`src/verilog/sampler_pkg.sv`:
```
//----------------------------------------
// collector side definitions
// slot count, sample memory size, record layout and FSM states
//----------------------------------------
package sampler_pkg;

  localparam int num_slots = 8;
  localparam int slot_w    = 3;
  localparam int chan_w    = 8;
  localparam int sample_w  = 32;

  // channel value of a slot that has no unit registered
  localparam logic [chan_w-1:0] no_channel = 8'hff;

  //----------------------------------------
  // sample memory
  //----------------------------------------
  localparam int mem_depth   = 1024;
  localparam int mem_aw      = $clog2(mem_depth);
  localparam int ptr_w       = 19;
  localparam int max_samples = mem_depth - 1;

  // record is the slot number above the low sample bits
  localparam int rec_sample_w = 13;
  localparam int rec_w        = slot_w + rec_sample_w;

  typedef enum logic [4:0] {
    st_idle       = 5'b00001,
    st_fetch      = 5'b00010,
    st_fetch_wait = 5'b00100,
    st_store      = 5'b01000,
    st_commit     = 5'b10000
  } state_e;

endpackage

```
`src/verilog/channel_slot.sv`:
```
//----------------------------------------
// one collection slot
// holds its channel, the captured sample and the last stored sample
//----------------------------------------
module channel_slot (
  input  logic                              clk,
  input  logic                              rst,
  input  logic [sampler_pkg::slot_w-1:0]    slot_index,
  input  logic                              clear,
  input  logic                              unit_we,
  input  logic [sampler_pkg::slot_w-1:0]    unit_slot,
  input  logic [sampler_pkg::chan_w-1:0]    unit_chan,
  input  logic [sampler_pkg::slot_w-1:0]    cur_slot,
  input  logic                              capture,
  input  logic                              commit,
  input  logic [sampler_pkg::sample_w-1:0]  sample_data,
  output logic [sampler_pkg::chan_w-1:0]    chan_id,
  output logic [sampler_pkg::rec_w-1:0]     record,
  output logic                              changed
);
  import sampler_pkg::*;

  logic                selected;
  logic [sample_w-1:0] captured;
  logic [sample_w-1:0] last_stored;

  assign selected = (cur_slot == slot_index);

  // last_stored starts at zero so the first nonzero capture counts as new
  always_ff @(posedge clk) begin
    if (rst || clear) begin
      chan_id     <= no_channel;
      captured    <= '0;
      last_stored <= '0;
    end else begin
      if (unit_we && (unit_slot == slot_index)) begin
        chan_id <= unit_chan;
      end
      if (capture && selected) begin
        captured <= sample_data;
      end
      if (commit && selected) begin
        last_stored <= captured;
      end
    end
  end

  assign record  = {slot_index, captured[rec_sample_w-1:0]};
  assign changed = (captured != last_stored);

endmodule

```
`config.mk`:
```
export PLATFORM = sky130hd
export DESIGN_NAME = channel_slot
export DESIGN_NICKNAME = d
export VERILOG_FILES = /design/src/verilog/sampler_pkg.sv /design/src/verilog/channel_slot.sv
export SDC_FILE = /design/constraint.sdc
export NUM_CORES = 1
export LEC_CHECK = 0
export BUFFER_PORTS_ARGS = -buffer_cell sky130_fd_sc_hd__clkbuf_2
export CELL_PAD_IN_SITES_DETAIL_PLACEMENT = 1
export CELL_PAD_IN_SITES_GLOBAL_PLACEMENT = 2
export CORE_MARGIN = 2
export CORE_UTILIZATION = 28
export CTS_CLUSTER_DIAMETER = 120
export DETAILED_ROUTE_END_ITERATION = 8
export PLACE_DENSITY_LB_ADDON = 0.1
export SYNTH_ARGS = -nofsm -noshare
export SYNTH_HDL_FRONTEND = slang
export SYNTH_SLANG_ARGS = --single-unit
```
`constraint.sdc`:
```
create_clock -name clk -period 1.2 [get_ports clk]
set_input_delay 0.24 -clock clk [delete_from_list [all_inputs] [get_ports clk]]
set_output_delay 0.24 -clock clk [all_outputs]
set_load 0.005 [all_outputs]
```
# Word level (Yosys, flattened, before mapping)
# Index checks and enable logic that the tools add are counted.
# totals
regBits	72
input_bits	55
out_inout_bits	25
wordCells	10
# op_classes
n_eq_ne	3
n_reduce_logical	4
# op_table
operator	count
32-bit != test	1
3-bit == test	2
1-bit logical AND	3
1-bit logical OR	1

# Longest topological paths before layout
# depth
word_depth	2
depth_mapped	6
depth_no_buf	4

# Worst setup path after synthesis
# Ideal clock, no wire load.
# synth_timing
path_type	input to register
from	input clear
to	register last_stored[12]
n_path_buf	2
arrival_time_ps	1093
setup_time_ps	71
required_time_ps	1129
cell_stages	4
slack_ps	36
path_cell_list	or2_2 clkbuf_2 clkbuf_1 a21oi_2
# synth_between
elab_chain_len	1
# synth_rtl
element	line	text
from (decl)	channel_slot.sv:9	input logic clear,
1-bit logical OR	channel_slot.sv:31	if (rst || clear) begin
to (signal assigned)	channel_slot.sv:43	last_stored <= captured;
to (decl)	channel_slot.sv:25	logic [sample_w-1:0] last_stored;
# No other way between the ends.
# A chain may end at the register's enable or synchronous reset.

# Final worst setup path
# layout_timing
from	register last_stored[4]
to	output changed
# layout_between
elab_chain_len	1
# layout_rtl
element	line	text
32-bit != test	channel_slot.sv:49	assign changed = (captured != last_stored);
to (decl)	channel_slot.sv:19	output logic changed
# No other way between the ends.

==> metrics.txt <==
critical path required time=0.96 ns; final count of pins violating max slew=0; GRT overflow=0; sequential area share after synthesis=44.9%; Total Nets Final=526; Synth Instances=373; Pwr Total=5.71 mW; cell row count=39; Slowest-stage cell, CP=dfxtp_1; Mapped Area=3210 um^2; io pins=80; ys flop type=dfxtp_1; r2r startpoint=captured[2]$_SDFFE_PP0P_; Worst-path clk slew=0.06 ns; HPWL Detailed=6030 um; top cells by area, synth=dfxtp_1 (45%), nand2_1 (15%), xnor2_1 (10%); status=complete, but fails checks; share of cells above drive strength 1=40.8%; Setup TNS=-0.642 ns; first-pass GRT wire length=14,000 um; critical path launch point type=register; GP Congestion=0.689; Synth Register Bits=72; Setup WS post-layout=-0.642 ns; max_slew headroom=82.0%; CTS tree=yes; maximum number of pins on one net before global-route repair=33; count leader, synth=nand2_1; Critical Path, Cell by Cell=xnor2_1 > nand4_1 > nor4_2 > buf_4 > nand2_2 > clkbuf_2; non-filler cells, final=619; max incr delay on CP=0.32 ns; CTS Buf Count=9; Die Height=111 um; IO buf count=79; CP Max Fanout=2; vias per std cell=4.37; pwr dens=1320 nW/um^2; CTS max path bufs=2; hold endpoint=captured[24]$_SDFFE_PP0P_; initial DRC count=56; Mapped Nets=428; maximum VDD drop=0.689 mV; Synth cell types=20; worst path bufs/invs=2; leakage power=1.66 nW; failing checks=setup timing; # fillers=1,373; crit path kind=reg -> out; footprint of the multi-input gates=1550 um^2; MaxCap Viol Count=0; # placed instances=603; worst skew pair latency=0.33 ns; RSZ-0062 raised after global routing=yes; CP top delay family=simple AND/OR/NAND/NOR gates; antenna violations before repair=0; CP arrival=1.60 ns; htree depth=3; Worst R2R Path Depth=3; Final ANT Viol Nets=0; Starting Density=28.3%; flop-to-flop setup slack=0.46 ns; Yosys top cell area share=44.9%; clock skew=0.00476 ns; yosys warns=0; hold-fix buffers at CTS=0; n_diodes=0; Synth Area per Inst=8.60 um^2; register area=1450 um^2; WHS=0.126 ns; Worst Hold Launch=sample_data[24]; clk sinks=72; Die W=111 um; Syn-to-layout area delta=35.0%; hold depth=3; WL/cell=13.7 um; Slew @ Worst Pin=0.267 ns; CTS root buffer=clkbuf_16; vias in the first global route=2,877; routed wire length=8490 um; Async SR Flop Fraction=0%; die area=12,300 um^2; DR DRC count=0; first-pass iteration count of the detailed router=4; Vias=2,707; core region area=11,300 um^2; final setup fails=1; Final Hold Fails=0; fmax=543 MHz; Period minus WS final=1.84 ns; Final Cycle Share=153%; most frequent cells after synthesis=nand2_1 (127), dfxtp_1 (72), xnor2_1 (38); gr usage total=14.1%; EDFF count, synth=0; largest area contributor in the netlist=dfxtp_1; CP endpoint kind=output pin; Hold Path Class=in -> reg; final core utilization=38.3%; RR Endpoint=captured[2]$_SDFFE_PP0P_
## per-layer routing
metal	wire length (um)	track usage [%]	part of all wire, %	up-vias
met5	0	0	0	-
met4	137	5.43	1.6	0
met3	289	2.62	3.4	10
met2	3920	23.7	46	53
met1	4140	18.1	49	1253
li1	-	-	-	1391
## worst register-to-register path, stage by stage, from the launching register on
cell	delay [ns]
dfxtp_2	0.33
buf_4	0.12
nand2_1	0.04
a21oi_1	0.17
## layout by cell type (no fill, tap or decap)
| cell type | n |
|---|---|
| a21oi_1 | 37 |
| a21oi_2 | 27 |
| and4_1 | 2 |
| buf_12 | 8 |
| buf_4 | 37 |
| bufinv_16 | 1 |
| clkbuf_1 | 1 |
| clkbuf_16 | 9 |
| clkbuf_2 | 79 |
| clkbuf_8 | 4 |
| clkinv_2 | 1 |
| dfxtp_1 | 65 |
| dfxtp_2 | 7 |
| mux2i_1 | 8 |
| nand2_1 | 126 |
| nand2_2 | 11 |
| nand4_1 | 10 |
| nand4_2 | 1 |
| nor2_1 | 1 |
| nor4_2 | 2 |
| or2_2 | 1 |
| xnor2_1 | 32 |
| xnor2_2 | 6 |
## metrics by stage
stage	worst slack [ns]	instance area [um^2]
3_5_place_dp	-0.404	3940
6_report	-0.642	4330
4_1_cts	-0.641	4300
2_1_floorplan	0.0357	3210
3_3_place_gp	-0.409	3940
5_1_grt	-0.747	4330
## final cells by class
| cell class | count | share of cell area [%] |
|---|---|---|
| Sequential cell | 72 | 33.5 |
| Tap cell | 143 | 4.13 |
| Clock inverter | 2 | 0.809 |
| Clock buffer | 14 | 6.56 |
| Timing Repair Buffer | 124 | 19.2 |
| Multi-Input combinational cell | 264 | 35.8 |
## cell families (layout without fill, tap and decap cells)
group / count (synthesis) / count (layout) / share of synthesized area, %
AND/OR/NAND/NOR: 154 / 154 / 20.4
flip-flops: 72 / 72 / 44.9
AO/OA/AOI/OAI: 64 / 64 / 13.1
XOR/XNOR: 38 / 38 / 10.4
buffers and inverters: 37 / 140 / 8.66
multiplexers: 8 / 8 / 2.50
## report_power, final
part	leakage [nW]	internal (mW)	total (mW)	switching [mW]
clock	0.159	1.83	2.81	0.979
combinational	0.919	0.228	0.475	0.246
sequential	0.584	2.41	2.42	0.0109
## registers in the layout, summed over array words and instances (netlist names)
| name | flops |
|---|---|
| captured | 32 |
| last_stored | 32 |
| chan_id | 8 |
## how the worst max path moves through the flow
stage	from	endpoint	slack, ns	depth (start not counted)
floorplan	clear	last_stored[12]$_SDFFE_PP0P_	0.04	4
global placement	last_stored[19]$_SDFFE_PP0P_	changed	-0.41	6
detailed placement	last_stored[19]$_SDFFE_PP0P_	changed	-0.40	6
CTS	captured[19]$_SDFFE_PP0P_	changed	-0.64	6
global route	last_stored[4]$_SDFFE_PP0P_	changed	-0.75	6
finish	last_stored[4]$_SDFFE_PP0P_	changed	-0.64	6
## timing repair
action | 4_1_cts | 5_1_grt
setup buffers | 0 | 0
gates resized for setup | 9 | 7
endpoints found under the setup margin | 1 | 8
pin swaps | 6 | 0
Power figures use the tool's default switching activity.
