$ cat config.mk
export PLATFORM = sky130hd
export DESIGN_NAME = collect_fsm
export DESIGN_NICKNAME = d
export VERILOG_FILES = /design/src/verilog/sampler_pkg.sv /design/src/verilog/ebi_pkg.sv /design/src/verilog/collect_fsm.sv
export SDC_FILE = /design/constraint.sdc
export NUM_CORES = 1
export LEC_CHECK = 0
export BUFFER_PORTS_ARGS = -buffer_cell sky130_fd_sc_hd__buf_2
export CAP_MARGIN = 20
export CORE_MARGIN = 3
export CORE_UTILIZATION = 38
export CTS_CLUSTER_SIZE = 25
export DETAILED_ROUTE_END_ITERATION = 10
export PLACE_DENSITY_LB_ADDON = 0.1
export SLEW_MARGIN = 15
export SYNTH_ARGS = -nofsm -noshare
export SYNTH_HDL_FRONTEND = slang
export SYNTH_SLANG_ARGS = --single-unit
$ cat constraint.sdc
create_clock -name clk -period 2.9 [get_ports clk]
set_clock_uncertainty 0.1 [all_clocks]
set_input_delay 0.435 -clock clk [delete_from_list [all_inputs] [get_ports clk]]
set_output_delay 0.435 -clock clk [all_outputs]
set_load 0.02 [all_outputs]
$ cat src/verilog/sampler_pkg.sv
//----------------------------------------
// collector side definitions
// slot count, sample memory size, record layout and FSM states
//----------------------------------------
package sampler_pkg;

  localparam int num_slots = 8;
  localparam int slot_w    = 3;
  localparam int chan_w    = 8;
  localparam int sample_w  = 32;

  // channel value of a slot that has no unit registered
  localparam logic [chan_w-1:0] no_channel = 8'hff;

  //----------------------------------------
  // sample memory
  //----------------------------------------
  localparam int mem_depth   = 1024;
  localparam int mem_aw      = $clog2(mem_depth);
  localparam int ptr_w       = 19;
  localparam int max_samples = mem_depth - 1;

  // record is the slot number above the low sample bits
  localparam int rec_sample_w = 13;
  localparam int rec_w        = slot_w + rec_sample_w;

  typedef enum logic [4:0] {
    st_idle       = 5'b00001,
    st_fetch      = 5'b00010,
    st_fetch_wait = 5'b00100,
    st_store      = 5'b01000,
    st_commit     = 5'b10000
  } state_e;

endpackage

$ cat src/verilog/ebi_pkg.sv
//----------------------------------------
// bus side definitions for the sample collector
// register offsets, unit position and command codes
//----------------------------------------
package ebi_pkg;

  localparam int addr_w = 19;
  localparam int data_w = 16;

  // unit number compared against addr[15:8]
  localparam int unit_position = 242;

  //----------------------------------------
  // register offsets in addr[7:0]
  //----------------------------------------
  localparam logic [7:0] reg_next_sample = 8'd1;
  localparam logic [7:0] reg_num_samples = 8'd2;
  localparam logic [7:0] reg_read_addr   = 8'd3;
  localparam logic [7:0] reg_new_unit    = 8'd4;
  localparam logic [7:0] reg_command     = 8'd5;
  localparam logic [7:0] reg_num_units   = 8'd6;
  localparam logic [7:0] reg_debug       = 8'd10;

  // fixed pattern so software can find the unit
  localparam logic [data_w-1:0] debug_word = 16'hbaab;

  //----------------------------------------
  // commands written to reg_command
  //----------------------------------------
  typedef enum logic [data_w-1:0] {
    cmd_none  = 16'd0,
    cmd_start = 16'd1,
    cmd_stop  = 16'd2,
    cmd_reset = 16'd5
  } cmd_e;

endpackage
$ cat src/verilog/collect_fsm.sv
//----------------------------------------
// round-robin collection FSM
// strobes the ADC for each registered slot, then captures and commits
//----------------------------------------
module collect_fsm (
  input  logic                                                   clk,
  input  logic                                                   rst,
  input  ebi_pkg::cmd_e                                          cmd,
  input  logic [sampler_pkg::slot_w:0]                           num_units,
  input  logic [sampler_pkg::num_slots-1:0][sampler_pkg::chan_w-1:0] chan_ids,
  output logic                                                   cmd_clear,
  output logic                                                   clear,
  output logic [sampler_pkg::slot_w-1:0]                         cur_slot,
  output logic                                                   capture,
  output logic                                                   commit,
  output logic                                                   output_sample,
  output logic [sampler_pkg::chan_w-1:0]                         channel_select
);
  import ebi_pkg::*;
  import sampler_pkg::*;

  state_e state;
  state_e state_nxt;
  logic   at_decision;
  logic   last_slot;

  // commands are only looked at in idle and at the end of a slot
  assign at_decision = (state == st_idle) || (state == st_commit);
  assign cmd_clear   = at_decision && (cmd != cmd_none);
  assign clear       = at_decision && (cmd == cmd_reset);

  assign capture = (state == st_store);
  assign commit  = (state == st_commit);

  assign last_slot = ({1'b0, cur_slot} + 1'b1) >= num_units;

  // no channel is selected while sampling is off
  assign channel_select = (state == st_idle) ? no_channel : chan_ids[cur_slot];

  //----------------------------------------
  // next state
  //----------------------------------------
  always_comb begin
    state_nxt = state;
    case (state)
      st_idle: begin
        // start with no units registered is dropped
        if ((cmd == cmd_start) && (num_units != '0)) begin
          state_nxt = st_fetch;
        end
      end
      st_fetch: begin
        state_nxt = st_fetch_wait;
      end
      st_fetch_wait: begin
        state_nxt = st_store;
      end
      st_store: begin
        state_nxt = st_commit;
      end
      st_commit: begin
        if ((cmd == cmd_stop) || (cmd == cmd_reset)) begin
          state_nxt = st_idle;
        end else begin
          state_nxt = st_fetch;
        end
      end
      default: begin
        state_nxt = st_idle;
      end
    endcase
  end

  always_ff @(posedge clk) begin
    if (rst) begin
      state         <= st_idle;
      cur_slot      <= '0;
      output_sample <= 1'b0;
    end else begin
      state         <= state_nxt;
      output_sample <= (state_nxt == st_fetch) || (state_nxt == st_fetch_wait);
      // every run begins at slot 0
      if (state == st_idle) begin
        cur_slot <= '0;
      end else if (commit) begin
        cur_slot <= last_slot ? '0 : cur_slot + 1'b1;
      end
    end
  end

endmodule

# After elaboration in Yosys (flattened, before gate mapping)
# Cells that the tools add are included.
dict set report classes {
  magnitude_cmp 2
  mux 7
  eq_ne 10
  add_sub_neg 2
  reduce_logical 9
}
# op n
set op_table {}
lappend op_table {{$pmux 5 s5} 1}
lappend op_table {{$bmux 8 s3} 1}
lappend op_table {{$eq 16x1->1 const B} 1}
lappend op_table {{$eq 16x2->1 const B} 1}
lappend op_table {{$eq 16x3->1 const B} 1}
lappend op_table {{$mux 8} 2}
lappend op_table {{$reduce_bool 16->1} 1}
lappend op_table {{$eq 5x2->1 const B} 2}
lappend op_table {{$eq 5x3->1 const B} 2}
lappend op_table {{$eq 5x1->1 const B} 1}
lappend op_table {{$eq 5x4->1 const B} 1}
lappend op_table {{$eq 5x5->1 const B} 1}
lappend op_table {{$mux 5} 1}
lappend op_table {{$add 3x1->4 const B} 1}
lappend op_table {{$ge 4x4->1} 1}
lappend op_table {{$lt 3x4->1 const B} 1}
lappend op_table {{$reduce_bool 4->1} 1}
lappend op_table {{$add 3x1->3 const B} 1}
lappend op_table {{$logic_and 1x1->1} 3}
lappend op_table {{$logic_or 1x1->1} 3}
lappend op_table {{$mux 3} 1}
lappend op_table {{$mux 2} 1}
lappend op_table {{$reduce_or 2->1} 1}
dict set report totals {
  regBits 9
  in_bits 86
  output_inout_bits 16
}

# Logic depth before layout (Yosys ltp)
# Gate-level depths: netlist of run 1.
dict set report depth {
  word_depth 6
  depth_mapped 8
  mapped_depth_nobuf 7
}

# Worst setup path before layout of run 1
# Ideal clock, no wire load.
dict set report synth_path {
  kind {reg2out}
  from {register cur_slot[0] in the netlist's numbering}
  to {output port channel_select[0] in the netlist's numbering}
  stages_incl_launch_ff 6
  t_arrival_ns 1.882
  slack_ns 0.483
  required_time_ns 2.365
  cell_sequence {dfxtp_1 > buf_2 > buf_2 > mux4_2 > mux2i_1 > nand2_1}
}
dict set report synth_between {
  elab_chain_cells 3
}
# element line_no
set synth_lines {}
lappend synth_lines {{start, declared} collect_fsm.sv:13} ;# output logic [sampler_pkg::slot_w-1:0] cur_slot,
lappend synth_lines {{start signal, assigned} collect_fsm.sv:86} ;# cur_slot <= last_slot ? '0 : cur_slot + 1'b1;
lappend synth_lines {{$bmux 8 s3} collect_fsm.sv:38} ;# assign channel_select = (state == st_idle) ? no_channel : chan_ids[cur_slot];
lappend synth_lines {{$mux 8 (not written as such)} collect_fsm.sv:38}
lappend synth_lines {{$mux 8} collect_fsm.sv:38}
lappend synth_lines {{end, declared} collect_fsm.sv:17} ;# output logic [sampler_pkg::chan_w-1:0] channel_select
# Every way passes these cells. The select of a mux whose other input is x is not followed.

# Worst setup path after layout of run 1
dict set report layout_path {
  from {register state[4]}
  to {output port clear}
}
dict set report layout_between {
  elab_chain_cells 3
  word_cells_on_any_way 4
  classes_between {eq/ne (2); reduce/logical (2)}
}
# element line_no
set layout_lines {}
lappend layout_lines {{start, declared} collect_fsm.sv:22} ;# state_e state;
lappend layout_lines {{start signal, assigned} collect_fsm.sv:76} ;# state <= st_idle;
lappend layout_lines {{start signal, assigned} collect_fsm.sv:80} ;# state <= state_nxt;
lappend layout_lines {{$eq 5x1->1 / $eq 5x5->1 (equally long branches)} collect_fsm.sv:28} ;# assign at_decision = (state == st_idle) || (state == st_commit);
lappend layout_lines {{$logic_or 1x1->1 (*)} collect_fsm.sv:28}
lappend layout_lines {{$logic_and 1x1->1 (*)} collect_fsm.sv:30} ;# assign clear = at_decision && (cmd == cmd_reset);
lappend layout_lines {{end, declared} collect_fsm.sv:12} ;# output logic clear,
# Mark *: on every way between the ends. The rest lies on a longest branch, timed or not.

==> key figures, run 1 <==
Routing
  • Starting DRT DRC Count: 78
  • DRC viols: 0
  • Routed Antenna Nets: 0
  • Wirelength per Cell: 14.3 µm
  • Total iterations of the first detailed-routing run: 4
  • Vias per cell: 5.52
  • Detailed-route via count: 1396
  • Final WL: 3610 µm

CTS
  • Num CTS Buffers: 3
  • Clk buf depth: 2
  • Hold_buf cts: 0
  • Clk Latency, worst-skew pair: 0.26 ns
  • Number of H-tree levels: 1
  • CTS tree: yes
  • Root buf cell: clkbuf_4
  • # resized after CTS: 0
  • Post-CTS Setup Bufs: 0
  • CTS Sinks: 9
  • Clock transition at path regs: 0.07 ns

Critical path
  • CP max stage delay: 0.43 ns
  • Crit Path Class: flop to output pin
  • CP max FO: 7
  • Crit path DAT: 1.97 ns
  • Critical path required time: 2.37 ns
  • Type of origin of the critical path: flop
  • CP Capture Type: output pin
  • CP startpoint: state[4]
  • R2r startpoint: cur_slot[0]
  • Slowest-stage cell, CP: or3b_4
  • Cell chain of the critical path: or3b_4 -> or2_1 -> a2111oi_2 -> buf_2

Min path
  • Min-Delay Path Class: input port to flop
  • Min-Delay Startpoint: rst

Floorplanning
  • Rows: 19
  • Io pins: 102
  • Chip Height: 61.2 µm
  • Initial Util: 0.410
  • CORE AREA: 2830 µm²
  • Die Area: 3750 µm²
  • Die X: 61.2 µm

Layout
  • Area grow syn2layout: 48.9%
  • Final #Nets: 314
  • Share of cells above drive strength 1: 0.590
  • Filler cells: 257
  • # diodes: 0
  • Area occupied by multi-input gates: 912 µm²
  • Post-Route Utilization: 0.610
  • Register Area: 180 µm²

Place
  • HPWL after DPL: 3100 µm
  • GPL Wtd Cong: 0.798
  • Number of port buffers: 101
  • Pre-CTS setup slack: 0.562 ns

Status
  • Status: completed

Global routing
  • Number of global-route vias before repair: 1362
  • First-pass GRT wire length: 5580 µm
  • Largest net degree at the start of global routing: 20
  • Initial antenna violation count: 0
  • GRT Residual Overflow: 0
  • Gr usage total: 0.197

Logic synthesis
  • Average instance area after synthesis: 9.67 µm²
  • Count of different cell masters after synthesis: 38
  • Post-Syn Area: 1160 µm²
  • Sequential share of the synthesized area: 0.155
  • Post-synth net total: 211
  • #FFs+latches synth: 9
  • Synth warn: 0
  • Gate Count Post-Synth: 120

STA
  • Setup Total Neg Slack: 0 ns
  • Final setup margin: 0.396 ns
  • Period utilization: 0.863
  • Fmax achieved: 399 MHz
  • Worst-Margin Slew: 0.747 ns
  • Slew margin rel.: 0.489
  • Hold Vio Cnt, Final: 0
  • Tmin final: 2.50 ns
  • Hold WS: 0.304 ns
  • Unrepaired setup endpoints after global routing: false
  • Setup violations, final: 0
  • Max Slew Vio Count: 0

Power
  • Leak pwr: 0.799 nW
  • VDD IR max: 0.000103 V
  • Power Density: 181 nW/µm²

Run
  • Max Cap Viol: 0
## critical path: cells and delay by family (launching register included)
family	cells	cell delay, ns
buf+inv	1	0.22
simple gates	2	0.76
compound gates	1	0.31
flops	1	0.42
## where the power goes
part           switching [W]  internal, W  leakage [nW]  total (W)
combinational      0.0000284    0.0000612         0.712  0.0000897
clock              0.0000462    0.0000531        0.0150  0.0000993
sequential     0.00000000144     0.000124        0.0725   0.000124
total              0.0000746     0.000238         0.799   0.000312
## synth_stat cells (all sizes together)
| cell | count | area (µm²) |
|---|---|---|
| a2111oi | 2 | 23.8 |
| a21oi | 6 | 30.0 |
| and3 | 1 | 6.26 |
| and4b | 1 | 10.0 |
| buf | 5 | 30.0 |
| clkbuf | 3 | 11.3 |
| dfxtp | 9 | 180 |
| ha | 5 | 62.6 |
| inv | 7 | 26.3 |
| mux2i | 8 | 80.1 |
| mux4 | 16 | 360 |
| nand2 | 14 | 52.6 |
| nand2b | 2 | 12.5 |
| nand3 | 1 | 5.00 |
| nand3b | 1 | 7.51 |
| nand4 | 1 | 6.26 |
| nor2 | 6 | 22.5 |
| nor2b | 1 | 6.26 |
| nor3 | 3 | 15.0 |
| nor4 | 6 | 37.5 |
| o211a | 1 | 10.0 |
| o211ai | 4 | 30.0 |
| o21a | 2 | 15.0 |
| o21ai | 2 | 10.0 |
| o22ai | 1 | 6.26 |
| o2bb2ai | 1 | 8.76 |
| o31a | 1 | 8.76 |
| or2 | 2 | 12.5 |
| or3b | 2 | 20.0 |
| or4 | 2 | 15.0 |
| or4b | 2 | 20.0 |
| xnor2 | 1 | 8.76 |
| xor2 | 1 | 8.76 |
## cell usage in the layout (no fill, tap or decap), types with 2 or more instances in the layout
master / count
inv_1: 7
mux4_2: 16
or4_1: 2
or4b_2: 2
o21a_1: 2
ha_1: 5
nand2_1: 14
buf_4: 5
clkbuf_4: 3
o21ai_0: 2
o211ai_1: 4
nor4_1: 6
a21oi_1: 6
buf_2: 101
mux2i_1: 8
nand2b_1: 2
dfxtp_1: 9
nor2_1: 6
nor3_1: 3
## per-layer routing
metal | track usage | wire, µm | up-vias
met5 | 0 | 0 | -
met4 | 0.0495 | 19 | 0
met3 | 0.0482 | 235 | 2
met2 | 0.378 | 2060 | 56
met1 | 0.214 | 1290 | 660
li1 | - | - | 678
## stage by stage
step,power (W),area [µm²],cells
2_1_floorplan,0.000156,1160,120
3_3_place_gp,0.000212,1700,249
3_5_place_dp,0.000217,1700,249
4_1_cts,0.000315,1730,253
5_1_grt,0.000339,1730,253
6_report,0.000312,1730,253
## path summary, 6_finish.rpt
path	slack [ns]	cells after the start	end
max	0.40	4	clear
min	0.30	2	state[1]
max reg2reg	0.56	7	cur_slot[0]
min reg2reg	0.45	1	state[2]
## final cells by class
| class | count | area share |
|---|---|---|
| inverters | 7 | 0.0152 |
| clock buffers | 4 | 0.0152 |
| repair buffers | 106 | 0.314 |
| multi-input cells | 96 | 0.528 |
| well taps | 31 | 0.0225 |
| flip-flops and latches | 9 | 0.104 |
## flip-flops by register name, indices dropped and copies added (netlist names)
| register | count |
|---|---|
| cur_slot | 3 |
| output_sample | 1 |
| state | 5 |
## cells by family after synthesis
logic type / after synthesis / share of synthesized area
and+or+nand+nor: 45 / 0.215
muxes: 24 / 0.380
AOI/OAI and AO/OA: 20 / 0.123
buffers and inverters: 15 / 0.0582
DFF: 9 / 0.155
adders and majority gates: 5 / 0.0539
xor gates and xnor gates: 2 / 0.0151
Note: power is estimated with default switching activity, not from simulation.
==> inputs of run 2 (changes only) <==
--- a/config.mk
+++ b/config.mk
@@ -7,7 +7,6 @@
 export LEC_CHECK = 0
 export BUFFER_PORTS_ARGS = -buffer_cell sky130_fd_sc_hd__buf_2
 export CAP_MARGIN = 20
-export CORE_MARGIN = 3
 export CORE_UTILIZATION = 38
 export CTS_CLUSTER_SIZE = 25
 export DETAILED_ROUTE_END_ITERATION = 10
==> run 2 against run 1 <==
The flow now finishes with violations (design-rule violations). Global-route usage grew 1.2 points. Register-to-register slack is essentially flat. First-iteration DRC count fell by 49%.
==> key figures, run 2 (synthesized netlist as in run 1, its figures left out) <==
Layout
  • Commonest non-fill, non-tap cells in the layout: 101 x buf_2, 16 x mux4_2, 14 x nand2_1 (unchanged)
  • Filler cells: 255 (was 257)
  • Area occupied by multi-input gates: 912 µm² (unchanged)
  • Final #Nets: 314 (unchanged)
  • Register Area: 180 µm² (unchanged)
  • Most flop-heavy register: state (unchanged)
  • Commonest non-fill, non-tap cell in the layout: buf_2 (unchanged)
  • Area grow syn2layout: 48.9% (unchanged)
  • Top flop regs: state x5, cur_slot x3, output_sample x1 (unchanged)
  • # diodes: 0 (unchanged)
  • Largest register FFs: 5 (unchanged)
  • Share of cells above drive strength 1: 0.590 (unchanged)

Status
  • Status: complete, but fails checks (was completed)
  • Failing checks: design-rule violations

Critical path
  • CP max FO: 7 (unchanged)
  • Type of origin of the critical path: flop (unchanged)
  • Crit path DAT: 1.97 ns (about the same)
  • CP startpoint: state[4] (unchanged)
  • R2r startpoint: cur_slot[0] (unchanged)
  • Crit Path Class: flop to output pin (unchanged)
  • CP Capture Type: output pin (unchanged)
  • Critical path required time: 2.37 ns (about the same)

Routing
  • Starting DRT DRC Count: 40 (was 78)
  • Wirelength per Cell: 13.1 µm (was 14.3 µm)
  • Vias per cell: 5.53 (was 5.52)
  • Total iterations of the first detailed-routing run: 7 (was 4)
  • DRC viols: 2 (was 0)
  • Detailed-route via count: 1400 (was 1396)
  • Routed Antenna Nets: 0 (unchanged)
  • Final WL: 3320 µm (was 3610 µm)

STA
  • Tmin final: 2.50 ns (about the same)
  • Worst-Margin Slew: 0.813 ns (was 0.747 ns)
  • Setup violations, final: 0 (unchanged)
  • Max Slew Vio Count: 0 (unchanged)
  • Unrepaired setup endpoints after global routing: false (unchanged)
  • Slew margin rel.: 0.444 (was 0.489)
  • Setup Total Neg Slack: 0 ns (unchanged)
  • Fmax achieved: 400 MHz (was 399 MHz)
  • Period utilization: 0.862 (was 0.863)
  • Hold Vio Cnt, Final: 0 (unchanged)
  • Final setup margin: 0.400 ns (was 0.396 ns)

CTS
  • Clock transition at path regs: 0.06 ns (was 0.07 ns)
  • # resized after CTS: 0 (unchanged)
  • Root buf cell: clkbuf_4 (unchanged)
  • CTS tree: yes (unchanged)
  • Number of H-tree levels: 1 (unchanged)
  • Hold_buf cts: 0 (unchanged)
  • CTS Sinks: 9 (unchanged)
  • Post-CTS Setup Bufs: 0 (unchanged)
  • Clk buf depth: 2 (unchanged)
  • Num CTS Buffers: 3 (unchanged)
  • Clk Latency, worst-skew pair: 0.26 ns (about the same)

Global routing
  • Number of global-route vias before repair: 1351 (was 1362)
  • First-pass GRT wire length: 5380 µm (was 5580 µm)
  • Gr usage total: 0.209 (was 0.197)
  • Largest net degree at the start of global routing: 20 (unchanged)
  • Initial antenna violation count: 0 (unchanged)
  • GRT Residual Overflow: 0 (unchanged)

Place
  • Number of port buffers: 101 (unchanged)
  • HPWL after DPL: 2790 µm (was 3100 µm)
  • Pre-CTS setup slack: 0.600 ns (was 0.562 ns)
  • GPL Wtd Cong: 0.859 (was 0.798)

Floorplanning
  • Die Area: 3280 µm² (was 3750 µm²)
  • Die X: 57.2 µm (was 61.2 µm)
  • Io pins: 102 (unchanged)
  • Initial Util: 0.410 (unchanged)
  • Rows: 19 (unchanged)
  • CORE AREA: 2830 µm² (unchanged)
  • Chip Height: 57.2 µm (was 61.2 µm)

Run
  • Max Cap Viol: 0 (unchanged)

Min path
  • Min-Delay Startpoint: rst (unchanged)
  • Min-Delay Path Class: input port to flop (unchanged)

Power
  • Leak pwr: 0.799 nW (unchanged)
  • Power Density: 179 nW/µm² (was 181 nW/µm²)
  • VDD IR max: 0.000103 V (about the same)
run 2: cell counts in the layout (fill, tap and decap cells not counted):
Identical to the previous run, type by type.
run 2: critical path: stages (launching register included):
cell and delay [ns]:
dfxtp_1 0.42, or3b_4 0.42, or2_1 0.33, a2111oi_2 0.31
buf_2 0.22
run 2: report_power, final:
part           total [W]  switching (W)  leakage [nW]  internal [W]
registers       0.000124  0.00000000154        0.0725      0.000124
logic          0.0000890      0.0000278         0.712     0.0000612
clock network  0.0000968      0.0000438        0.0150     0.0000530
run 2: metrics by stage:
stage / total power, W / instance area, µm² / hold WS, ns / cells / util
finish: 0.000309 / 1730 / 0.306 / 253 / 0.610
CTS: 0.000315 / 1730 / 0.301 / 253 / 0.610
detailed placement: 0.000216 / 1700 / 0.430 / 249 / 0.601
floorplan: 0.000156 / 1160 / 0.384 / 120 / -
global route: 0.000332 / 1730 / 0.291 / 253 / 0.610
global placement: 0.000212 / 1700 / 0.422 / 249 / 0.601
run 2: path summary, 6_finish.rpt:
kind	to	slack (ns)	depth (start not counted)
setup / recovery	clear	0.40	4
hold / removal	state[1]	0.31	2
setup reg to reg	cur_slot[0]	0.56	7
hold reg to reg	state[2]	0.45	1
run 2: cell type report:
type	instances	area share
Timing Repair Buffer	106	0.314
Tap cell	31	0.0225
Clock buffer	4	0.0152
Sequential cell	9	0.104
Inverter	7	0.0152
Multi-Input combinational cell	96	0.528
run 2: per-layer routing:
metal / up-vias / part of all wire / track usage
li1: 679 / - / -
met1: 664 / 0.38 / 0.223
met2: 55 / 0.56 / 0.412
met3: 2 / 0.051 / 0.0431
met4: 0 / 0.0027 / 0.0557
met5: - / 0 / 0
