`config.mk`:
```
export PLATFORM = sky130hd
export DESIGN_NAME = ebi_port
export DESIGN_NICKNAME = d
export VERILOG_FILES = /design/src/verilog/sampler_pkg.sv /design/src/verilog/ebi_pkg.sv /design/src/verilog/ebi_port.sv
export SDC_FILE = /design/constraint.sdc
export NUM_CORES = 1
export LEC_CHECK = 0
export ABC_CLOCK_PERIOD_IN_PS = 2200
export BUFFER_PORTS_ARGS = -buffer_cell sky130_fd_sc_hd__buf_2
export CAP_MARGIN = 30
export CORE_MARGIN = 8
export CORE_UTILIZATION = 46
export CTS_CLUSTER_DIAMETER = 50
export DETAILED_ROUTE_END_ITERATION = 16
export GPL_TIMING_DRIVEN = 0
export MAX_ROUTING_LAYER = met4
export PLACE_DENSITY = 0.78
export REMOVE_ABC_BUFFERS = 1
export SYNTH_ARGS = -nofsm -noshare
export SYNTH_HDL_FRONTEND = slang
export SYNTH_SLANG_ARGS = --single-unit
export TNS_END_PERCENT = 20
```
`constraint.sdc`:
```
create_clock -name clk -period 2.2 [get_ports clk]
set_clock_uncertainty 0.1 [all_clocks]
set_input_delay 0 -clock clk [delete_from_list [all_inputs] [get_ports clk]]
set_output_delay 0 -clock clk [all_outputs]
set_load 0.02 [all_outputs]
```
`src/verilog/sampler_pkg.sv`:
```
//----------------------------------------
// collector side definitions
// slot count, sample memory size, record layout and FSM states
//----------------------------------------
package sampler_pkg;

  localparam int num_slots = 8;
  localparam int slot_w    = 3;
  localparam int chan_w    = 8;
  localparam int sample_w  = 32;

  // channel value of a slot that has no unit registered
  localparam logic [chan_w-1:0] no_channel = 8'hff;

  //----------------------------------------
  // sample memory
  //----------------------------------------
  localparam int mem_depth   = 1024;
  localparam int mem_aw      = $clog2(mem_depth);
  localparam int ptr_w       = 19;
  localparam int max_samples = mem_depth - 1;

  // record is the slot number above the low sample bits
  localparam int rec_sample_w = 13;
  localparam int rec_w        = slot_w + rec_sample_w;

  typedef enum logic [4:0] {
    st_idle       = 5'b00001,
    st_fetch      = 5'b00010,
    st_fetch_wait = 5'b00100,
    st_store      = 5'b01000,
    st_commit     = 5'b10000
  } state_e;

endpackage

```
`src/verilog/ebi_pkg.sv`:
```
//----------------------------------------
// bus side definitions for the sample collector
// register offsets, unit position and command codes
//----------------------------------------
package ebi_pkg;

  localparam int addr_w = 19;
  localparam int data_w = 16;

  // unit number compared against addr[15:8]
  localparam int unit_position = 242;

  //----------------------------------------
  // register offsets in addr[7:0]
  //----------------------------------------
  localparam logic [7:0] reg_next_sample = 8'd1;
  localparam logic [7:0] reg_num_samples = 8'd2;
  localparam logic [7:0] reg_read_addr   = 8'd3;
  localparam logic [7:0] reg_new_unit    = 8'd4;
  localparam logic [7:0] reg_command     = 8'd5;
  localparam logic [7:0] reg_num_units   = 8'd6;
  localparam logic [7:0] reg_debug       = 8'd10;

  // fixed pattern so software can find the unit
  localparam logic [data_w-1:0] debug_word = 16'hbaab;

  //----------------------------------------
  // commands written to reg_command
  //----------------------------------------
  typedef enum logic [data_w-1:0] {
    cmd_none  = 16'd0,
    cmd_start = 16'd1,
    cmd_stop  = 16'd2,
    cmd_reset = 16'd5
  } cmd_e;

endpackage
```
`src/verilog/ebi_port.sv`:
```
//----------------------------------------
// EBI slave of the sample collector
// decodes unit accesses, holds command and unit count, drives rdata
//----------------------------------------
module ebi_port (
  input  logic                            clk,
  input  logic                            rst,
  input  logic [ebi_pkg::addr_w-1:0]      addr,
  input  logic [ebi_pkg::data_w-1:0]      wdata,
  input  logic                            cs,
  input  logic                            re,
  input  logic                            wr,
  output logic [ebi_pkg::data_w-1:0]      rdata,
  output ebi_pkg::cmd_e                   cmd,
  input  logic                            cmd_clear,
  input  logic                            clear,
  output logic                            unit_we,
  output logic [sampler_pkg::slot_w-1:0]  unit_slot,
  output logic [sampler_pkg::chan_w-1:0]  unit_chan,
  output logic [sampler_pkg::slot_w:0]    num_units,
  output logic                            rd_advance,
  input  logic [sampler_pkg::rec_w-1:0]   rd_word,
  input  logic [sampler_pkg::ptr_w-1:0]   num_samples,
  input  logic [sampler_pkg::ptr_w-1:0]   read_ptr
);
  import ebi_pkg::*;
  import sampler_pkg::*;

  logic       hit;
  logic       rd_hit;
  logic       wr_hit;
  logic [7:0] offset;
  logic [7:0] rd_offset;
  logic [7:0] wr_offset;
  logic       re_d;
  logic       re_dd;
  logic       wr_d;
  logic       wr_dd;
  logic       rd_end;
  logic       wr_end;

  assign hit    = cs && (addr[15:8] == 8'(unit_position));
  assign offset = addr[7:0];
  assign rd_hit = hit && re;
  assign wr_hit = hit && wr;

  // a new write wins over the clear from the FSM
  always_ff @(posedge clk) begin
    if (rst) begin
      cmd <= cmd_none;
    end else if (wr_hit && (offset == reg_command)) begin
      cmd <= cmd_e'(wdata);
    end else if (cmd_clear) begin
      cmd <= cmd_none;
    end
  end

  // offsets are kept so the transaction end sees the right register
  always_ff @(posedge clk) begin
    if (wr_hit && (offset == reg_new_unit)) begin
      unit_chan <= wdata[chan_w-1:0];
    end
    if (rd_hit) begin
      rd_offset <= offset;
    end
    if (wr_hit) begin
      wr_offset <= offset;
    end
  end

  //----------------------------------------
  // transaction end detection
  //----------------------------------------
  always_ff @(posedge clk) begin
    if (rst) begin
      re_d  <= 1'b0;
      re_dd <= 1'b0;
      wr_d  <= 1'b0;
      wr_dd <= 1'b0;
    end else begin
      re_d  <= rd_hit;
      re_dd <= re_d;
      wr_d  <= wr_hit;
      wr_dd <= wr_d;
    end
  end

  assign rd_end     = re_dd && !re_d;
  assign wr_end     = wr_dd && !wr_d;
  assign rd_advance = rd_end && (rd_offset == reg_next_sample);

  // next free slot is the current unit count
  assign unit_slot = num_units[slot_w-1:0];
  assign unit_we   = wr_end && (wr_offset == reg_new_unit) &&
                     (num_units < (slot_w + 1)'(num_slots));

  always_ff @(posedge clk) begin
    if (rst || clear) begin
      num_units <= '0;
    end else if (unit_we) begin
      num_units <= num_units + 1'b1;
    end
  end

  //----------------------------------------
  // read mux, zero when no read is seen
  //----------------------------------------
  always_ff @(posedge clk) begin
    if (rst || !rd_hit) begin
      rdata <= '0;
    end else begin
      case (offset)
        reg_next_sample: rdata <= rd_word;
        reg_num_samples: rdata <= num_samples[data_w-1:0];
        reg_read_addr:   rdata <= read_ptr[data_w-1:0];
        reg_command:     rdata <= cmd;
        reg_num_units:   rdata <= data_w'(num_units);
        reg_debug:       rdata <= debug_word;
        default:         rdata <= '0;
      endcase
    end
  end

endmodule

```
## Word-level counts from Yosys, hierarchy flattened

Index checks and enable logic that the tools add are counted.

| cells by class | value |
|---|---|
| $add $sub $neg | 1 |
| $lt $le $gt $ge | 1 |
| eq/ne operators | 10 |
| muxes and demuxes | 3 |
| reduce and logical (&&, ||, !) cells | 16 |

Operators with widths:

| cell | count |
|---|---|
| $pmux 16 s6 | 1 |
| $eq 8x3->1 const B | 4 |
| $mux 16 | 2 |
| $eq 8x1->1 const B | 2 |
| $eq 8x2->1 const B | 2 |
| $logic_and 1x1->1 | 10 |
| $eq 8x4->1 const B | 1 |
| $eq 8x8->1 const B | 1 |
| $add 4x1->4 const B | 1 |
| $lt 4x4->1 const B | 1 |
| $logic_not 1->1 | 3 |
| $logic_or 1x1->1 | 2 |
| $reduce_bool 2->1 | 1 |

| word-level totals | value |
|---|---|
| flip-flop bits (word level) | 64 |
| output and inout port bits | 49 |
| logic and storage cells | 41 |

## Logic depth before layout (Yosys ltp)

Gate-level depths: netlist of the first run.

| depth | value |
|---|---|
| depth after elaboration | 5 |
| mapped depth | 7 |

## Worst setup path before layout of the first run

No wires, ideal clock.

| timing | value |
|---|---|
| path kind | flip-flop to flip-flop |
| from | register num_units[3] (netlist name) |
| to | register num_units[1] (netlist name) |
| library setup time | 0.126 ns |
| data arrival time | 1.489 ns |
| path slack | 0.485 ns |
| stages on the path, launching flop included | 6 |
| path buffers | 1 |
| period minus slack after synthesis | 1.715 ns |
| cells stage by stage | dfxtp_1 > nor4b_1 > and3_1 > clkbuf_1 > mux2i_1 > nor3_1 |

| on the way | value |
|---|---|
| word-level cells in the longest chain between the ends | 2 |

Ends and longest elaborated chain:

| item | line | text |
|---|---|---|
| start, declared | ebi_port.sv:20 | `output logic [sampler_pkg::slot_w:0] num_units,` |
| start signal, assigned | ebi_port.sv:101 | `num_units <= num_units + 1'b1;` |
| $lt 4x4->1 | ebi_port.sv:95 | `(num_units < (slot_w + 1)'(num_slots));` |
| $logic_and 1x1->1 | ebi_port.sv:94 | `assign unit_we = wr_end && (wr_offset == reg_new_unit) &&` |
| via unit_we | ebi_port.sv:17 | `output logic unit_we,` |

The timed path passes the listed nets, and every way through them passes these cells.
A chain may end at the register's enable or synchronous reset.

## Worst setup path after layout of the first run

| timing | value |
|---|---|
| from | input port wr |
| to | register wr_d |

| on the way | value |
|---|---|
| word-level cells in the longest chain between the ends | 1 |

Ends and longest elaborated chain:

| item | line | text |
|---|---|---|
| start, declared | ebi_port.sv:12 | `input logic wr,` |
| $logic_and 1x1->1 | ebi_port.sv:45 | `assign wr_hit = hit && wr;` |
| end signal, assigned | ebi_port.sv:83 | `wr_d <= wr_hit;` |
| end, declared | ebi_port.sv:37 | `logic wr_d;` |

No other way between the ends.

==> results of run 1 <==
## worst max-delay path by stage
stage	start	endpoint	slack [ns]	cells past startpoint
finish	wr	wr_d$_SDFF_PP0_	0.10	6
global route	wr	unit_chan[4]$_DFFE_PP_	0.09	6
detailed placement	addr[5]	cmd[9]$_SDFFE_PP0P_	-0.41	6
CTS	addr[0]	rdata[4]$_SDFF_PP0_	0.07	6
floorplan	addr[5]	cmd[0]$_SDFFE_PP0P_	0.16	4
global placement	addr[5]	cmd[11]$_SDFFE_PP0P_	-0.60	5
## power groups by stage
stage,Sequential [mW],Clock (mW),Combinational [mW]
2_1_floorplan,1.25,0,0.0597
3_3_place_gp,1.25,0,0.183
3_5_place_dp,1.25,0,0.189
4_1_cts,1.23,1.10,0.251
5_1_grt,1.23,1.14,0.278
6_report,1.23,1.08,0.258
## placed cells by master (no fill, tap or decap), types with 4 or more instances in the layout
cell type,synthesis,final
buf_2,3,136
dlygate4sd3_1,0,47
dfxtp_1,40,40
edfxtp_1,24,24
inv_1,20,20
a21oi_1,19,19
nand4b_1,16,16
o41ai_1,16,16
mux2i_1,15,15
nor3_1,11,11
o22a_1,11,11
clkbuf_8,0,9
nand2_1,8,8
a22oi_1,7,7
nor2b_1,7,6
nor4_1,5,5
nor2_1,4,4
## area by class of cell
type	instances	area (um^2)
inverter	20	75.1
multi-input combinational	157	1180
timing repair buffer	187	1190
clock buffer	9	124
antenna	1	2.50
tap	77	96.3
clock inverter	7	86.3
sequential	64	1520
fill	479	1920
## kinds of logic (layout without fill, tap and decap cells)
logic type,Yosys count,after routing,share of synthesized area (%)
buffers and inverters,47,223,7.04
adders and majority gates,1,1,0.432
AOI/OAI and AO/OA,68,68,17.4
xor gates and xnor gates,2,2,0.605
and+or+nand+nor,71,71,16.8
other,0,1,0
muxes,15,15,5.18
DFF,64,64,52.5
## state kept, by name (all words and copies together) (netlist names)
register / count
wr_offset: 8
unit_chan: 8
rdata: 16
cmd: 16
wr_d: 1
num_units: 4
wr_dd: 1
rd_offset: 8
re_d: 1
re_dd: 1
## metal layers
| layer | wire length (um) | GRT usage [%] |
|---|---|---|
| met1 | 3970 | 25.4 |
| met2 | 4630 | 35.5 |
| met3 | 971 | 5.91 |
| met4 | 273 | 11.7 |
| met5 | 0 | - |
## worst register-to-register path, cell delays in order (launching register included)
cell	delay (ns)
edfxtp_1	0.37
nor4b_1	0.42
and3_1	0.33
mux2i_1	0.22
nor3_1	0.06
## through the flow
step | setup slack [ns] | instance area, um^2 | TNS [ns] | utilization [%]
2_1_floorplan | 0.164 | 2770 | 0 | -
3_3_place_gp | -0.605 | 3540 | -13.72 | 57.0
3_5_place_dp | -0.415 | 3580 | -6.39 | 57.8
4_1_cts | 0.0702 | 4270 | 0 | 68.9
5_1_grt | 0.0915 | 4280 | 0 | 69.0
6_report | 0.100 | 4280 | 0 | 69.0
## what timing repair did
item / 4_1_cts / 5_1_grt
hold buffers: 47 / 0
resized for setup: 0 / 3
pin swaps: 1 / 0
buffers inserted: 1 / 0
endpoints found under the setup margin: 16 / 29
hold endpoints to repair: 55 / 0
==> results_dict.tcl, run 1 <==
set metrics [dict create \
    ioPinCount 145 \
    swShare_pct 22.3 \
    synth_common_cells "40 x dfxtp_1, 24 x edfxtp_1, 20 x inv_1, 19 x a21oi_1" \
    grt_pass1_wl_mm 15.0 \
    clkPwrFrac_pct 42.2 \
    power_per_cell_area_nw_per_um2 600 \
    path_class "input pin to register" \
    slew_headroom_pct 47.0 \
    pwr-share-comb_pct 10.0 \
    drt-total-wl_mm 9.84 \
    timing.rr.start "wr_offset[1]$_DFFE_PP_" \
    ys.flop_type "dfxtp_1" \
    async_flop_share_pct 0 \
    r2r_end "num_units[1]$_SDFFE_PP0P_" \
    synth_area_um2 2900 \
    reg2regPathDepth 4 \
    antenna_found_initial 1 \
    synth_edf_count 24 \
    routedWlPerCell_um 18.9 \
    vias 2909 \
    synth_cell_type_count 44 \
    insertion_delay_ns 0.34 \
    drcViolationCount 0 \
    layout.cells.non_filler 522 \
    netlist.area_leader.share_pct 27.6 \
    nNetsFinal 536 \
    synthCells 268 \
    rows 29 \
    hold_depth 4 \
    dp.cells 457 \
    htreeDepth 3 \
    path_common_cell "dlygate4sd3_1" \
    path_cells "dlygate4sd3_1, buf_2, nand4bb_1, dlygate4sd3_1, nor4_1, dlygate4sd3_1" \
    cp_top_family "buffers and inverters" \
    die_w_um 95.4 \
    period_share_pct 95.5 \
    rsz0062_at_grt "false" \
    switchingPower_mw 0.574 \
    hp-class "input pin to register" \
    track_usage_pct 22.4 \
    status "finished, final reports clean" \
    clkSinkCount 64 \
    hold_violations 0 \
    die_h_um 95.4 \
    startpoint_type "input pin" \
    gp_congestion 0.779 \
    io_buffers 135 \
    drive_gt1_share_pct 36.3 \
    slew_violations 0 \
    initial_utilization_pct 46.7 \
    first_pass_iters 5 \
    core_um2 6200 \
    min_period_ns 2.10 \
    regToRegSetupSlack_ns 0.57 \
    peakVddDrop_mv 0.471 \
    setup_viol 0 \
    routed_via_density 5.57 \
    yosysSeqAreaShare_pct 52.5 \
    hold_start "read_ptr[6]" \
    syn_avg_cell_area_um2 10.8 \
    end_kind "register" \
    holdWs_ns 0.0144 \
    drtIter0Drc 166 \
    grt-ovfl-total 0 \
    clockBufferDepth 2 \
    grt_pass1_vias 3061 \
    worst_pin_slew_ns 0.793 \
    fmax_ghz 0.476 \
    whs_endpoint "rdata[6]$_SDFF_PP0_" \
    yosys_warnings 0 \
    worstPathRequired_ns 2.37 \
    ys_ff_latch 64 \
    synth_most_common_cell "dfxtp_1" \
    cts_tree "yes" \
    power.total_mw 2.57 \
    crit_fanout 2 \
    leakagePower_nw 1.77 \
    root_buffer "clkbuf_8" \
    syn_to_final_growth_pct 47.8 \
    dp_hpwl_mm 6.70 \
    drv_cap 0 \
    grt_max_degree 41 \
    cpMaxStageDelayCell "dlygate4sd3_1" \
    dieArea_um2 9090 \
    path_buf_inv 4 \
    synth_area_leaders "dfxtp_1 28%, edfxtp_1 25%, mux2i_1 5.2%, nand4b_1 4.8%, o41ai_1 4.8%" \
    yosysTopAreaCell "dfxtp_1" \
    ant_nets 0 \
    arrival_ns 2.27 \
    seq_power_share_pct 47.8 \
    p_int_mw 1.99 \
    path_clk_slew_ns 0.07 \
    cts_made_buffers 9 \
    cp_slowest_stage_delay_ns 0.62 \
]
Power figures use the tool's default switching activity.
==> run 2, diff against run 1 <==
--- a/config.mk
+++ b/config.mk
@@ -8,7 +8,7 @@
 export ABC_CLOCK_PERIOD_IN_PS = 2200
 export BUFFER_PORTS_ARGS = -buffer_cell sky130_fd_sc_hd__buf_2
 export CAP_MARGIN = 30
-export CORE_MARGIN = 8
+export CORE_MARGIN = 2
 export CORE_UTILIZATION = 46
 export CTS_CLUSTER_DIAMETER = 50
 export DETAILED_ROUTE_END_ITERATION = 16
==> results_dict.tcl, run 2 (synthesis gave the netlist of run 1 again) <==
set metrics [dict create \
    clkPwrFrac_pct 35.4 \
    syn_to_final_growth_pct 41.9 \
    final_area_um2 4110 \
    swShare_pct 22.7 \
    utilization_pct 68.6 \
    drive_gt1_share_pct 35.9 \
    grt_pass1_vias 2808 \
    reg2regPathDepth 4 \
    path_clk_slew_ns 0.06 \
    final_common_cell "buf_2" \
    rows 28 \
    reg_top3 "cmd: 16 flops, rdata: 16 flops" \
    mostFrequentLayoutCells "136 x buf_2, 40 x dfxtp_1, 36 x dlygate4sd3_1" \
    routed_via_density 5.58 \
    drt-total-wl_mm 8.74 \
    p_int_mw 1.75 \
    status "finished, final reports clean" \
    ioPinCount 145 \
    path_class "input pin to register" \
    clockBufferDepth 2 \
    startpoint_type "input pin" \
    grt_max_degree 41 \
    end_kind "register" \
    pwr-share-comb_pct 10.5 \
    period_share_pct 94.7 \
    track_usage_pct 26.0 \
    power_per_cell_area_nw_per_um2 552 \
    hold_start "num_samples[14]" \
    leakagePower_nw 1.70 \
    insertion_delay_ns 0.33 \
    dp_hpwl_mm 5.83 \
    min_period_ns 2.08 \
    timing.rr.start "num_units[3]$_SDFFE_PP0P_" \
    fmax_ghz 0.480 \
    setup_viol 0 \
    seq_power_share_pct 54.0 \
    postPlaceCellArea_um2 3590 \
    clkSinkCount 64 \
    regToRegSetupSlack_ns 0.54 \
    whs_endpoint "rdata[14]$_SDFF_PP0_" \
    nNetsFinal 524 \
    cts_tree "yes" \
    htreeDepth 3 \
    gp_congestion 0.758 \
    r2r_end "rdata[3]$_SDFF_PP0_" \
    root_buffer "clkbuf_8" \
    first_pass_iters 5 \
    fillers 502 \
    drv_cap 0 \
    n_antenna_cell 0 \
    cts_made_buffers 9 \
    slew_violations 0 \
    hp-class "input pin to register" \
    crit_fanout 16 \
    initial_utilization_pct 48.4 \
    rsz0062_at_grt "false" \
    antenna_found_initial 0 \
    io_buffers 135 \
    worstPathRequired_ns 2.29 \
    grt_pass1_wl_mm 13.8 \
    drtIter0Drc 147 \
    drcViolationCount 0 \
    worst_pin_slew_ns 0.871 \
    die_h_um 83.4 \
    grt-ovfl-total 0 \
    hold_depth 4 \
    ant_nets 0 \
    dieArea_um2 6950 \
    arrival_ns 2.17 \
    die_w_um 83.4 \
    hold_violations 0 \
    slew_headroom_pct 41.8 \
    power.total_mw 2.27 \
    peakVddDrop_mv 0.343 \
    vias 2828 \
    core_um2 5990 \
    routedWlPerCell_um 17.2 \
    switchingPower_mw 0.516 \
]
## run 2: layout make-up
class	count	area [um^2]	share of cell area, %
Clock inverter	3	12.5	0.304
Clock buffer	13	139	3.38
Tap cell	75	93.8	2.28
Timing Repair Buffer	175	1080	26.2
Multi-Input combinational cell	157	1190	29.0
Inverter	20	75.1	1.83
Sequential cell	64	1520	37.0
## run 2: what timing repair did
| item | in CTS | in global routing |
|---|---|---|
| hold buffers | 36 | 0 |
| endpoints found under the setup margin | 0 | 4 |
| gates resized for setup | 0 | 3 |
| setup buffers | 0 | 0 |
| endpoints found under the hold margin | 48 | 0 |
## run 2: metrics by stage
stage	setup TNS (ns)	worst slack (ns)	hold WS, ns	instances
2_1_floorplan	0	0.164	-0.0284	241
3_3_place_gp	-14.38	-0.603	0.0948	451
3_5_place_dp	-2.61	-0.181	0.0959	455
4_1_cts	0	0.0536	0.00227	507
5_1_grt	0	0.0309	0.00989	507
6_report	0	0.117	0.0148	507
## run 2: routing by layer
layer	track usage, %	share of wire, %	vias up	wire, um
li1	-	-	1343	-
met3	5.77	6.9	15	602
met5	-	0	-	0
met2	42.7	50	142	4340
met4	9.99	1.9	0	164
met1	31.3	42	1328	3630
## run 2: critical path, cell delays in order
cell	delay, ns
buf_2	0.12
or4_4	0.59
nor4_4	0.69
and2_1	0.64
o41ai_1	0.12
## run 2: worst max path at each step
stage                  from              endpoint  slack (ns)  depth (start not counted)
CTS                     rst   rdata[1]$_SDFF_PP0_        0.05                          6
finish              addr[5]   cmd[5]$_SDFFE_PP0P_        0.12                          5
global placement    addr[5]  cmd[11]$_SDFFE_PP0P_       -0.60                          5
global route        addr[5]  cmd[12]$_SDFFE_PP0P_        0.03                          5
detailed placement  addr[5]   cmd[7]$_SDFFE_PP0P_       -0.18                          5
floorplan           addr[5]   cmd[0]$_SDFFE_PP0P_        0.16                          4
## run 2: power by group through the flow
| stage | Clock, mW | Combinational [mW] | Sequential [mW] |
|---|---|---|---|
| floorplan | 0 | 0.0597 | 1.25 |
| global placement | 0 | 0.183 | 1.25 |
| detailed placement | 0 | 0.189 | 1.25 |
| CTS | 0.823 | 0.234 | 1.23 |
| global route | 0.880 | 0.259 | 1.23 |
| finish | 0.804 | 0.239 | 1.23 |
==> run 3, diff against run 2 <==
--- a/config.mk
+++ b/config.mk
@@ -13,7 +13,6 @@
 export CTS_CLUSTER_DIAMETER = 50
 export DETAILED_ROUTE_END_ITERATION = 16
 export GPL_TIMING_DRIVEN = 0
-export MAX_ROUTING_LAYER = met4
 export PLACE_DENSITY = 0.78
 export REMOVE_ABC_BUFFERS = 1
 export SYNTH_ARGS = -nofsm -noshare
==> results_dict.tcl, run 3 (synthesis gave the netlist of run 1 again) <==
set metrics [dict create \
    hold_violations 0 \
    cts_tree "yes" \
    holdWs_ns 0.0116 \
    leakagePower_nw 1.70 \
    dp_hpwl_mm 5.83 \
    insertion_delay_ns 0.33 \
    grt_max_degree 41 \
    die_w_um 83.4 \
    final_common_cell "buf_2" \
    grt_pass1_vias 2800 \
    min_period_ns 2.13 \
    reg_top3 "cmd: 16 flops, rdata: 16 flops" \
    core_um2 5990 \
    cpMaxStageDelayCell "dlygate4sd3_1" \
    path_clk_slew_ns 0.06 \
    hp-class "input pin to register" \
    cp_slowest_stage_delay_ns 0.52 \
    crit_path_start "wr" \
    arrival_ns 2.01 \
    path_class "input pin to register" \
    seq_power_share_pct 53.9 \
    root_buffer "clkbuf_8" \
    track_usage_pct 25.4 \
    hold_start "num_samples[14]" \
    grt_pass1_wl_mm 13.8 \
    mostFrequentLayoutCells "136 x buf_2, 40 x dfxtp_1, 36 x dlygate4sd3_1" \
    io_buffers 135 \
    clkPwrFrac_pct 35.6 \
    grt-ovfl-total 0 \
    crit_fanout 15 \
    path_cells "dlygate4sd3_1, buf_2, nand4bb_1, nor3_4, buf_8, and4_1" \
    power_per_cell_area_nw_per_um2 554 \
    startpoint_type "input pin" \
    timing.rr.start "num_units[3]$_SDFFE_PP0P_" \
    routedWlPerCell_um 17.2 \
    syn_to_final_growth_pct 41.9 \
    rsz0062_at_grt "false" \
    clockBufferDepth 2 \
    vias 2824 \
    htreeDepth 3 \
    rows 28 \
    nNetsFinal 524 \
    slew_headroom_pct 42.2 \
    setup_viol 0 \
    first_pass_iters 4 \
    dieArea_um2 6950 \
    worstPathRequired_ns 2.08 \
    drv_cap 0 \
    drcViolationCount 0 \
    drt-total-wl_mm 8.74 \
    peakVddDrop_mv 0.344 \
    cts_made_buffers 9 \
    fmax_ghz 0.470 \
    swShare_pct 22.9 \
    antenna_found_initial 0 \
    clkSinkCount 64 \
    drive_gt1_share_pct 35.6 \
    p_int_mw 1.75 \
    gp_congestion 0.748 \
    cp_top_family "simple AND/OR/NAND/NOR gates" \
    switchingPower_mw 0.522 \
    slew_violations 0 \
    status "finished, final reports clean" \
    period_share_pct 96.7 \
    path_buf_inv 3 \
    finalWorstSetupSlack_ns 0.0723 \
    n_antenna_cell 0 \
    ant_nets 0 \
    routed_via_density 5.57 \
    initial_utilization_pct 48.4 \
    pwr-share-comb_pct 10.5 \
    dp_slack_ns -0.181 \
    worst_pin_slew_ns 0.864 \
    end_kind "register" \
    die_h_um 83.4 \
    ioPinCount 145 \
    drtIter0Drc 169 \
]
==> run 3: power by group through the flow <==
stage,clock [mW],combinational [mW],sequential [mW]
after floorplan,0,0.0597,1.25
after global placement,0,0.183,1.25
after detailed placement,0,0.189,1.25
after CTS,0.823,0.234,1.23
after global routing,0.883,0.259,1.23
final,0.809,0.239,1.23
==> run 3: final timing paths <==
kind                            slack [ns]  depth (start not counted)                     end
worst min register to register        0.37                          1        wr_dd$_SDFF_PP0_
worst max register to register        0.54                          4     rdata[3]$_SDFF_PP0_
worst max-delay path                  0.07                          6  unit_chan[1]$_DFFE_PP_
worst min-delay path                  0.01                          4    rdata[14]$_SDFF_PP0_
==> run 3: final cells by class <==
type / count / area [um^2]
inverter: 20 / 75.1
tap: 75 / 93.8
clock inverter: 3 / 12.5
fill: 503 / 1880
sequential: 64 / 1520
timing repair buffer: 175 / 1080
multi-input combinational: 157 / 1190
clock buffer: 13 / 139
==> run 3: repair_timing <==
item,CTS,global route
hold endpoints to repair,48,0
resized for setup,0,2
endpoints found under the setup margin,0,2
hold buffers,36,0
setup buffers,0,0
==> run 3: worst reg2reg max path: cells and delay by family, from the launching register on <==
family	cells	cell delay (ns)
flops	1	0.35
buf+inv	1	0.59
compound gates	3	0.51
==> run 3: layer usage <==
| layer | routed length (um) | up-vias | track usage (%) |
|---|---|---|---|
| met2 | 4320 | 136 | 42.7 |
| met5 | 0 | - | 0 |
| li1 | - | 1345 | - |
| met4 | 142 | 0 | 9.54 |
| met3 | 692 | 12 | 7.55 |
| met1 | 3590 | 1331 | 30.5 |
==> run 3: per-stage QoR <==
step | area [um^2] | util, % | TNS [ns] | instances | total power [mW]
after global placement | 3540 | 59.0 | -14.38 | 451 | 1.44
after detailed placement | 3590 | 59.9 | -2.61 | 455 | 1.44
after CTS | 4100 | 68.4 | 0 | 507 | 2.28
final | 4110 | 68.6 | 0 | 507 | 2.28
after global routing | 4110 | 68.6 | 0 | 507 | 2.37
after floorplan | 2770 | - | 0 | 241 | 1.31
